==> src/wave_pkg.sv <==
`default_nettype none

package wave_pkg;

    // --------------------
    // sample format
    // --------------------

    localparam int SAMPLE_W = 16;                   // audio sample width

    typedef logic signed [SAMPLE_W-1:0] sample_t;   // signed audio sample
    typedef logic        [SAMPLE_W-1:0] mag_t;      // unsigned magnitude of a sample

    // --------------------
    // timing and ramp
    // --------------------

    localparam int SAMPLE_DIV = 512;                // clocks per sample, ~97.6 kHz at 50 MHz
    localparam int DIV_W      = $clog2(SAMPLE_DIV); // divider counter width

    localparam int AMPLITUDE  = 21844;              // turning threshold, peak output
    localparam int BASE_STEP  = 393;                // ~440 Hz at octave 0
    localparam int OCTAVE_W   = 2;                  // 3 octaves up keeps the ramp in 16 bits

    // worst case step at the top octave, and how far the ramp may overshoot
    localparam int MAX_STEP   = BASE_STEP << ((1 << OCTAVE_W) - 1);
    localparam int RAMP_LIMIT = AMPLITUDE + MAX_STEP;

    typedef logic [OCTAVE_W-1:0] octave_t;          // step = BASE_STEP << octave

    // --------------------
    // shaper constants
    // --------------------

    localparam int DEAD_BAND  = AMPLITUDE >> 6;     // square zero band, 341

    // segment borders of the sine converter, built from shifts
    localparam int SINE_KNEE_1 = (AMPLITUDE >> 1) - (AMPLITUDE >> 4);  // 7/16
    localparam int SINE_KNEE_2 = (AMPLITUDE >> 1) + (AMPLITUDE >> 3);  // 5/8
    localparam int SINE_KNEE_3 = (AMPLITUDE >> 1) + (AMPLITUDE >> 2)
                               + (AMPLITUDE >> 4);                     // 13/16

    // offsets added in segments 2..4
    localparam int SINE_OFS_2 = AMPLITUDE >> 2;
    localparam int SINE_OFS_3 = AMPLITUDE >> 1;
    localparam int SINE_OFS_4 = AMPLITUDE - (AMPLITUDE >> 3) - (AMPLITUDE >> 5);

    // --------------------
    // opcodes and states
    // --------------------

    // one-hot waveform select, anything not listed means silence
    typedef enum logic [3:0] {
        WAVE_OFF      = 4'b0000,
        WAVE_SINE     = 4'b0001,
        WAVE_TRIANGLE = 4'b0010,
        WAVE_SQUARE   = 4'b0100
    } wave_sel_e;

    typedef enum logic {
        RAMP_UP,
        RAMP_DOWN
    } ramp_dir_e;

    typedef struct packed {
        sample_t   value;   // current triangle sample
        ramp_dir_e dir;     // slope direction
        logic      tick;    // value updated on the previous edge
    } ramp_state_t;

endpackage

`default_nettype wire

==> src/sine_shaper.sv <==
`default_nettype none

module sine_shaper import wave_pkg::*;
(
    input  ramp_state_t ramp,
    output sample_t     sine
);

    // Piecewise-linear sine converter, the way analog function generators
    // do it: the gain drops in steps as the triangle nears its peaks.
    // Each half wave is shaped on the magnitude, then the sign is put back.

    logic neg;          // ramp below zero
    mag_t mag;          // |ramp value|
    mag_t shaped;       // shaped magnitude

    assign neg = ramp.value[SAMPLE_W-1];
    assign mag = neg ? mag_t'(-ramp.value) : mag_t'(ramp.value);

    // --------------------
    // four segments
    // --------------------

    always_comb
    begin
        if (mag < mag_t'(SINE_KNEE_1))
        begin
            // gain ~1.47 near the crossing
            shaped = mag + (mag >> 1) - (mag >> 5);
        end
        else if (mag < mag_t'(SINE_KNEE_2))
        begin
            // gain ~0.94
            shaped = mag_t'(SINE_OFS_2) + mag - (mag >> 4);
        end
        else if (mag < mag_t'(SINE_KNEE_3))
        begin
            // gain ~0.56
            shaped = mag_t'(SINE_OFS_3) + (mag >> 1) + (mag >> 4);
        end
        else
        begin
            // gain ~0.16, flat top
            shaped = mag_t'(SINE_OFS_4) + (mag >> 3) + (mag >> 5);
        end
    end

    // --------------------
    // sign restore
    // --------------------

    // shaped stays well below 2^15 so the cast keeps it positive
    always_comb
    begin
        if (neg)
            sine = -sample_t'(shaped);      // negative half wave
        else
            sine = sample_t'(shaped);
    end

    // --------------------
    // checks
    // --------------------

    // sampled once per ramp update, when value and sine have settled
    a_sign_follows_ramp : assert property (
        @(negedge ramp.tick)
        (ramp.value != '0) |-> (sine[SAMPLE_W-1] == ramp.value[SAMPLE_W-1])
    ) else $error("sine sign differs from ramp %0d -> %0d", ramp.value, sine);

endmodule

`default_nettype wire

==> src/square_shaper.sv <==
`default_nettype none

module square_shaper import wave_pkg::*;
(
    input  ramp_state_t ramp,
    output sample_t     square
);

    logic above;        // ramp at or over +DEAD_BAND
    logic below;        // ramp at or under -DEAD_BAND

    // signed compares, both ends inclusive
    assign above = (ramp.value >= DEAD_BAND);
    assign below = (ramp.value <= -DEAD_BAND);

    // --------------------
    // slicer
    // --------------------

    // zero inside the band so the edge cannot chatter near the crossing
    always_comb
    begin
        if (above)
            square = sample_t'(AMPLITUDE);
        else if (below)
            square = sample_t'(-AMPLITUDE);
        else
            square = '0;                    // dead band
    end

endmodule

`default_nettype wire

==> src/tri_ramp_gen.sv <==
`default_nettype none

module tri_ramp_gen import wave_pkg::*;
(
    input  wire         clk,
    input  wire         reset,
    input  octave_t     octave,
    output ramp_state_t ramp
);

    logic [DIV_W-1:0] div_cnt;      // sample-rate divider
    logic             div_wrap;     // last clock of a sample period
    sample_t          step;         // ramp increment for this octave
    ramp_state_t      ramp_q;

    // --------------------
    // sample-rate divider
    // --------------------

    assign div_wrap = (div_cnt == DIV_W'(SAMPLE_DIV - 1));

    always_ff @(posedge clk or posedge reset)
    begin
        if (reset)
            div_cnt <= '0;
        else if (div_wrap)
            div_cnt <= '0;                  // wrap to start the next period
        else
            div_cnt <= div_cnt + 1'b1;
    end

    // each octave doubles the step, hence the frequency
    assign step = sample_t'(BASE_STEP << octave);

    // --------------------
    // triangle ramp
    // --------------------

    // turning points hold the value for one sample, only dir flips there
    always_ff @(posedge clk or posedge reset)
    begin
        if (reset)
        begin
            ramp_q.value <= '0;
            ramp_q.dir   <= RAMP_UP;
            ramp_q.tick  <= 1'b0;
        end
        else
        begin
            ramp_q.tick <= div_wrap;        // high for one cycle after each update
            if (div_wrap)
            begin
                if (ramp_q.dir == RAMP_UP && ramp_q.value > AMPLITUDE)
                    ramp_q.dir <= RAMP_DOWN;            // top reached
                else if (ramp_q.dir == RAMP_DOWN && ramp_q.value < -AMPLITUDE)
                    ramp_q.dir <= RAMP_UP;              // bottom reached
                else if (ramp_q.dir == RAMP_UP)
                    ramp_q.value <= ramp_q.value + step;
                else
                    ramp_q.value <= ramp_q.value - step;
            end
        end
    end

    assign ramp = ramp_q;

    // --------------------
    // checks
    // --------------------

    // overshoot past the threshold is at most one step, even across octave changes
    a_ramp_bounded : assert property (
        @(posedge clk) disable iff (reset)
        (ramp_q.value <= RAMP_LIMIT) && (ramp_q.value >= -RAMP_LIMIT)
    ) else $error("ramp value %0d out of range", ramp_q.value);

    // ticks are a full sample period apart
    a_tick_single : assert property (
        @(posedge clk) disable iff (reset)
        ramp_q.tick |=> !ramp_q.tick
    ) else $error("tick high on two consecutive cycles");

endmodule

`default_nettype wire

==> src/wave_gen_top.sv <==
`default_nettype none

module wave_gen_top import wave_pkg::*;
(
    input  wire       clk,
    input  wire       reset,
    input  wave_sel_e waveform,
    input  octave_t   octave,
    output sample_t   sample,
    output logic      sample_valid
);

    ramp_state_t ramp;      // shared triangle source
    sample_t     sine;
    sample_t     square;

    // --------------------
    // source
    // --------------------

    tri_ramp_gen u_ramp (
        .clk    (clk),
        .reset  (reset),
        .octave (octave),
        .ramp   (ramp)
    );

    // --------------------
    // shapers, combinational
    // --------------------

    sine_shaper u_sine (
        .ramp (ramp),
        .sine (sine)
    );

    square_shaper u_square (
        .ramp   (ramp),
        .square (square)
    );

    // registered output, one cycle after the ramp update
    wave_select u_select (
        .clk          (clk),
        .reset        (reset),
        .waveform     (waveform),
        .ramp         (ramp),
        .sine         (sine),
        .square       (square),
        .sample       (sample),
        .sample_valid (sample_valid)
    );

endmodule

`default_nettype wire

==> src/wave_select.sv <==
`default_nettype none

module wave_select import wave_pkg::*;
(
    input  wire         clk,
    input  wire         reset,
    input  wave_sel_e   waveform,
    input  ramp_state_t ramp,
    input  sample_t     sine,
    input  sample_t     square,
    output sample_t     sample,
    output logic        sample_valid
);

    sample_t sel_sample;        // chosen waveform this cycle

    // --------------------
    // waveform mux
    // --------------------

    always_comb
    begin
        case (waveform)
            WAVE_SINE:     sel_sample = sine;
            WAVE_TRIANGLE: sel_sample = ramp.value;    // raw ramp
            WAVE_SQUARE:   sel_sample = square;
            default:       sel_sample = '0;            // off and illegal codes
        endcase
    end

    // --------------------
    // output register
    // --------------------

    // opcode is taken at the end of the tick cycle, the sample then holds
    always_ff @(posedge clk or posedge reset)
    begin
        if (reset)
        begin
            sample       <= '0;
            sample_valid <= 1'b0;
        end
        else
        begin
            sample_valid <= ramp.tick;     // one-cycle strobe
            if (ramp.tick)
                sample <= sel_sample;
        end
    end

    // strobe lasts a single cycle, ticks from the ramp never come back to back
    a_valid_single : assert property (
        @(posedge clk) disable iff (reset)
        sample_valid |=> !sample_valid
    ) else $error("sample_valid high on two consecutive cycles");

endmodule

`default_nettype wire

==> config.mk <==
export PLATFORM = sky130hd
export DESIGN_NAME = wave_gen_top
export DESIGN_NICKNAME = d
export VERILOG_FILES = /design/src/wave_pkg.sv /design/src/sine_shaper.sv /design/src/square_shaper.sv /design/src/tri_ramp_gen.sv /design/src/wave_gen_top.sv /design/src/wave_select.sv
export SDC_FILE = /design/constraint.sdc
export NUM_CORES = 1
export LEC_CHECK = 0
export ABC_AREA = 1
export BUFFER_PORTS_ARGS = -buffer_cell sky130_fd_sc_hd__clkbuf_2
export CORE_MARGIN = 2
export CORE_UTILIZATION = 55
export CTS_BUF_LIST = sky130_fd_sc_hd__clkbuf_8
export DETAILED_ROUTE_END_ITERATION = 12
export PLACE_DENSITY = 0.79
export SETUP_SLACK_MARGIN = 0.2
export SYNTH_ARGS = -nofsm -noshare
export SYNTH_HDL_FRONTEND = slang
export SYNTH_HIERARCHICAL = 1
export SYNTH_SLANG_ARGS = --single-unit
export TNS_END_PERCENT = 10
==> constraint.sdc <==
create_clock -name clk -period 11.8 [get_ports clk]
set_clock_uncertainty 0.2 [all_clocks]
set_input_delay 0.59 -clock clk [delete_from_list [all_inputs] [get_ports clk]]
set_output_delay 0.59 -clock clk [all_outputs]
set_load 0.05 [all_outputs]
==> metrics.yaml <==
power_and_ir_drop:
  p_seq_share_pct: 46.0
  swShare_pct: 29.2
  pwr_density_cell_mw_per_mm2: 35.8
  ir_worst_vdd_v: 0.0000365
  power.internal_uw: 232
  combPwrFrac_pct: 16.3
  totalPowerFinal_uw: 328
  switching_power_uw: 95.6
  p_leak_uw: 0.00525
  clockPowerShare_pct: 37.7
logic_synthesis:
  synth_warnings: 6
  async_reset_ff_share_pct: 100
  synth.area.top_cells: "nand2_1 (21%), ha_1 (13%), dfrtp_1 (12%), inv_1 (8.8%), nand3_1 (8.7%)"
  synth.distinct_cells: 53
  seq_area_frac_synth_pct: 12.2
  synth_top_area_share_pct: 20.5
  syn_avg_cell_area_sq_um: 5.98
  synthCells: 1502
  ys_ff_latch: 44
  synth-edff-count: 0
  syn_area_sq_mm: 0.00899
  synth-main-ff-cell: "dfrtp_1"
  yosysTopAreaCell: "nand2_1"
drt:
  drt_iter0_markers: 964
  ant_nets: 0
  drcViolationCount: 0
  wl_per_cell_microns: 14.8
  vias: 9485
  vias_per_cell: 5.56
  wl_mm: 25.2
  dr.pass1.iters: 6
clock_network:
  cts_max_path_buffers: 2
  clock_latency_ns: 0.31
  clk_pin_slew_ns: 0.10
  cts_root_buf: "clkbuf_8"
  post-cts-setup-buffers: 0
  cts_tree: "done"
  holdBufCountCts: 0
  htreeDepth: 2
  postCtsResizedCells: 0
  cts_made_buffers: 5
  clock_sinks: 44
timing:
  slew_headroom_pct: 23.1
  fin_hold_ws_ns: 0.140
  finalSetupTns_ns: 0
  setup_viol: 0
  fin_crit_ns: 5.61
  fin_crit_sh_pct: 47.5
  rsz0062_at_grt: "no"
  hold_viol: 0
  tightest_slew_ns: 1.15
  maxSlewViolCount: 0
  max_freq_mhz: 178
placement:
  portBuffers: 24
  hpwlAfterDp_mm: 19.8
  placed_area_sq_mm: 0.00905
  routabilityCongestion: 0.951
floorplanning:
  io_pins: 25
  die_h_microns: 132
  die_w_microns: 132
  start_util_pct: 56.4
  rows: 46
  fp.dieArea_sq_mm: 0.0174
  core-area_sq_mm: 0.0159
global_routing:
  grt_max_degree: 51
  first_global_vias: 8481
  grt_pass1_wl_mm: 41.9
  grt.total_usage_pct: 28.8
  antenna_found_initial: 0
  grt_overflow: 0
setup_path:
  r2r_slack_ns: 6.19
  cp_slowest_cell: "dfrtp_2"
  crit_type: "flop to flop"
  crit_top_cell: "nand2_1"
  required_ns: 11.85
  startpoint_type: "flop"
  worstPathArrival_ns: 5.66
  r2r-end: "u_select/sample[14]"
  worstRegToRegCells: 31
  critPathMaxFanout: 50
  rr_startpoint: "u_ramp/ramp[17]"
  critPathMaxStageDelay_ns: 0.98
  crit_path_end_kind: "flop"
final_layout:
  layout_common_cells: "nand2_1 (491), inv_1 (211), nand3_1 (156)"
  nets: 1597
  nFillCells: 1638
  layout_commonest_cell: "nand2_1"
  area_growth_pct: 1.95
  post-route-util_pct: 57.5
  final_area_sq_mm: 0.00916
  drive_gt1_share_pct: 10.3
  diodes: 0
flow_run:
  drv_cap: 0
run_status:
  status: "completed"
worst_hold_path:
  hp-class: "primary input to async pin"
==> registers in the layout, indices dropped and copies added, names as in the netlist <==
register,flops
u_ramp/ramp,18
u_select/sample,16
u_ramp/div_cnt,9
u_select/sample_valid,1
==> critical path, delay by kind of cell (launching register included) <==
kind	cells	cell delay, ns
fa+ha+maj	2	0.58
flops	1	0.98
buf+inv	5	0.69
compound gates	5	1.09
xor+xnor	1	0.21
simple gates	18	1.81
==> cells in the mapped netlist, drive strengths merged, types with 7 or more instances <==
cell    number
nand3      173
nand4       15
o21bai       8
xnor2       14
buf         41
ha          94
inv        231
o21ai       65
dfrtp       44
nor2       124
nor3        11
xor2        37
nand2      527
a21oi       67
nand3b       7
==> cell type report <==
type	instances	area [sq um]	area share, %
Timing Repair Buffer	25	128	1.39
Inverter	233	880	9.60
Clock buffer	5	68.8	0.751
Tap cell	216	270	2.95
Clock inverter	3	46.3	0.505
Sequential cell	44	1100	12.0
Multi-Input combinational cell	1181	6670	72.8
==> metal layers <==
layer / GRT usage (%) / wire length, microns / vias to the layer above
met5: 0 / 0 / -
met2: 46.4 / 11200 / 402
li1: - / - / 4737
met3: 2.81 / 1890 / 67
met4: 11.9 / 1060 / 0
met1: 39.7 / 11100 / 4279
==> per-stage QoR <==
stage                     instances  worst slack [ns]
final                          1707              6.19
after global routing           1707              5.71
after CTS                      1707              6.34
after detailed placement       1699              6.38
after global placement         1699              6.56
after floorplan                1503              7.43
==> cell families (layout without fill, tap and decap cells) <==
family	Yosys count	after routing	share of synthesized area [%]
XOR/XNOR	51	51	4.97
buffers and inverters	278	266	13.6
AO/OA/AOI/OAI	163	163	11.1
adder cells (fa/ha/maj)	99	99	14.2
flip-flops	44	44	12.2
AND/OR/NAND/NOR	866	866	43.9
other	1	2	0.0417
==> how the worst max path moves through the flow <==
stage	from	end	slack, ns	cells after the start
after global placement	u_ramp/ramp[17]	u_select/sample[14]	6.56	31
final	u_ramp/ramp[17]	u_select/sample[14]	6.19	31
after detailed placement	u_ramp/ramp[17]	u_select/sample[14]	6.38	31
after CTS	u_ramp/ramp[17]	u_select/sample[14]	6.34	31
after global routing	u_ramp/ramp[17]	u_select/sample[14]	5.71	31
after floorplan	u_ramp/ramp[2]	u_select/sample[14]	7.43	36
==> power by group through the flow <==
stage          sequential, uW  combinational [uW]  clock [uW]
4_1_cts                   151                53.2         126
3_3_place_gp              154                51.9           0
5_1_grt                   151                62.0         131
2_1_floorplan             154                43.5           0
6_report                  151                53.4         124
3_5_place_dp              154                53.1           0
Note: power is estimated with default switching activity, not from simulation.
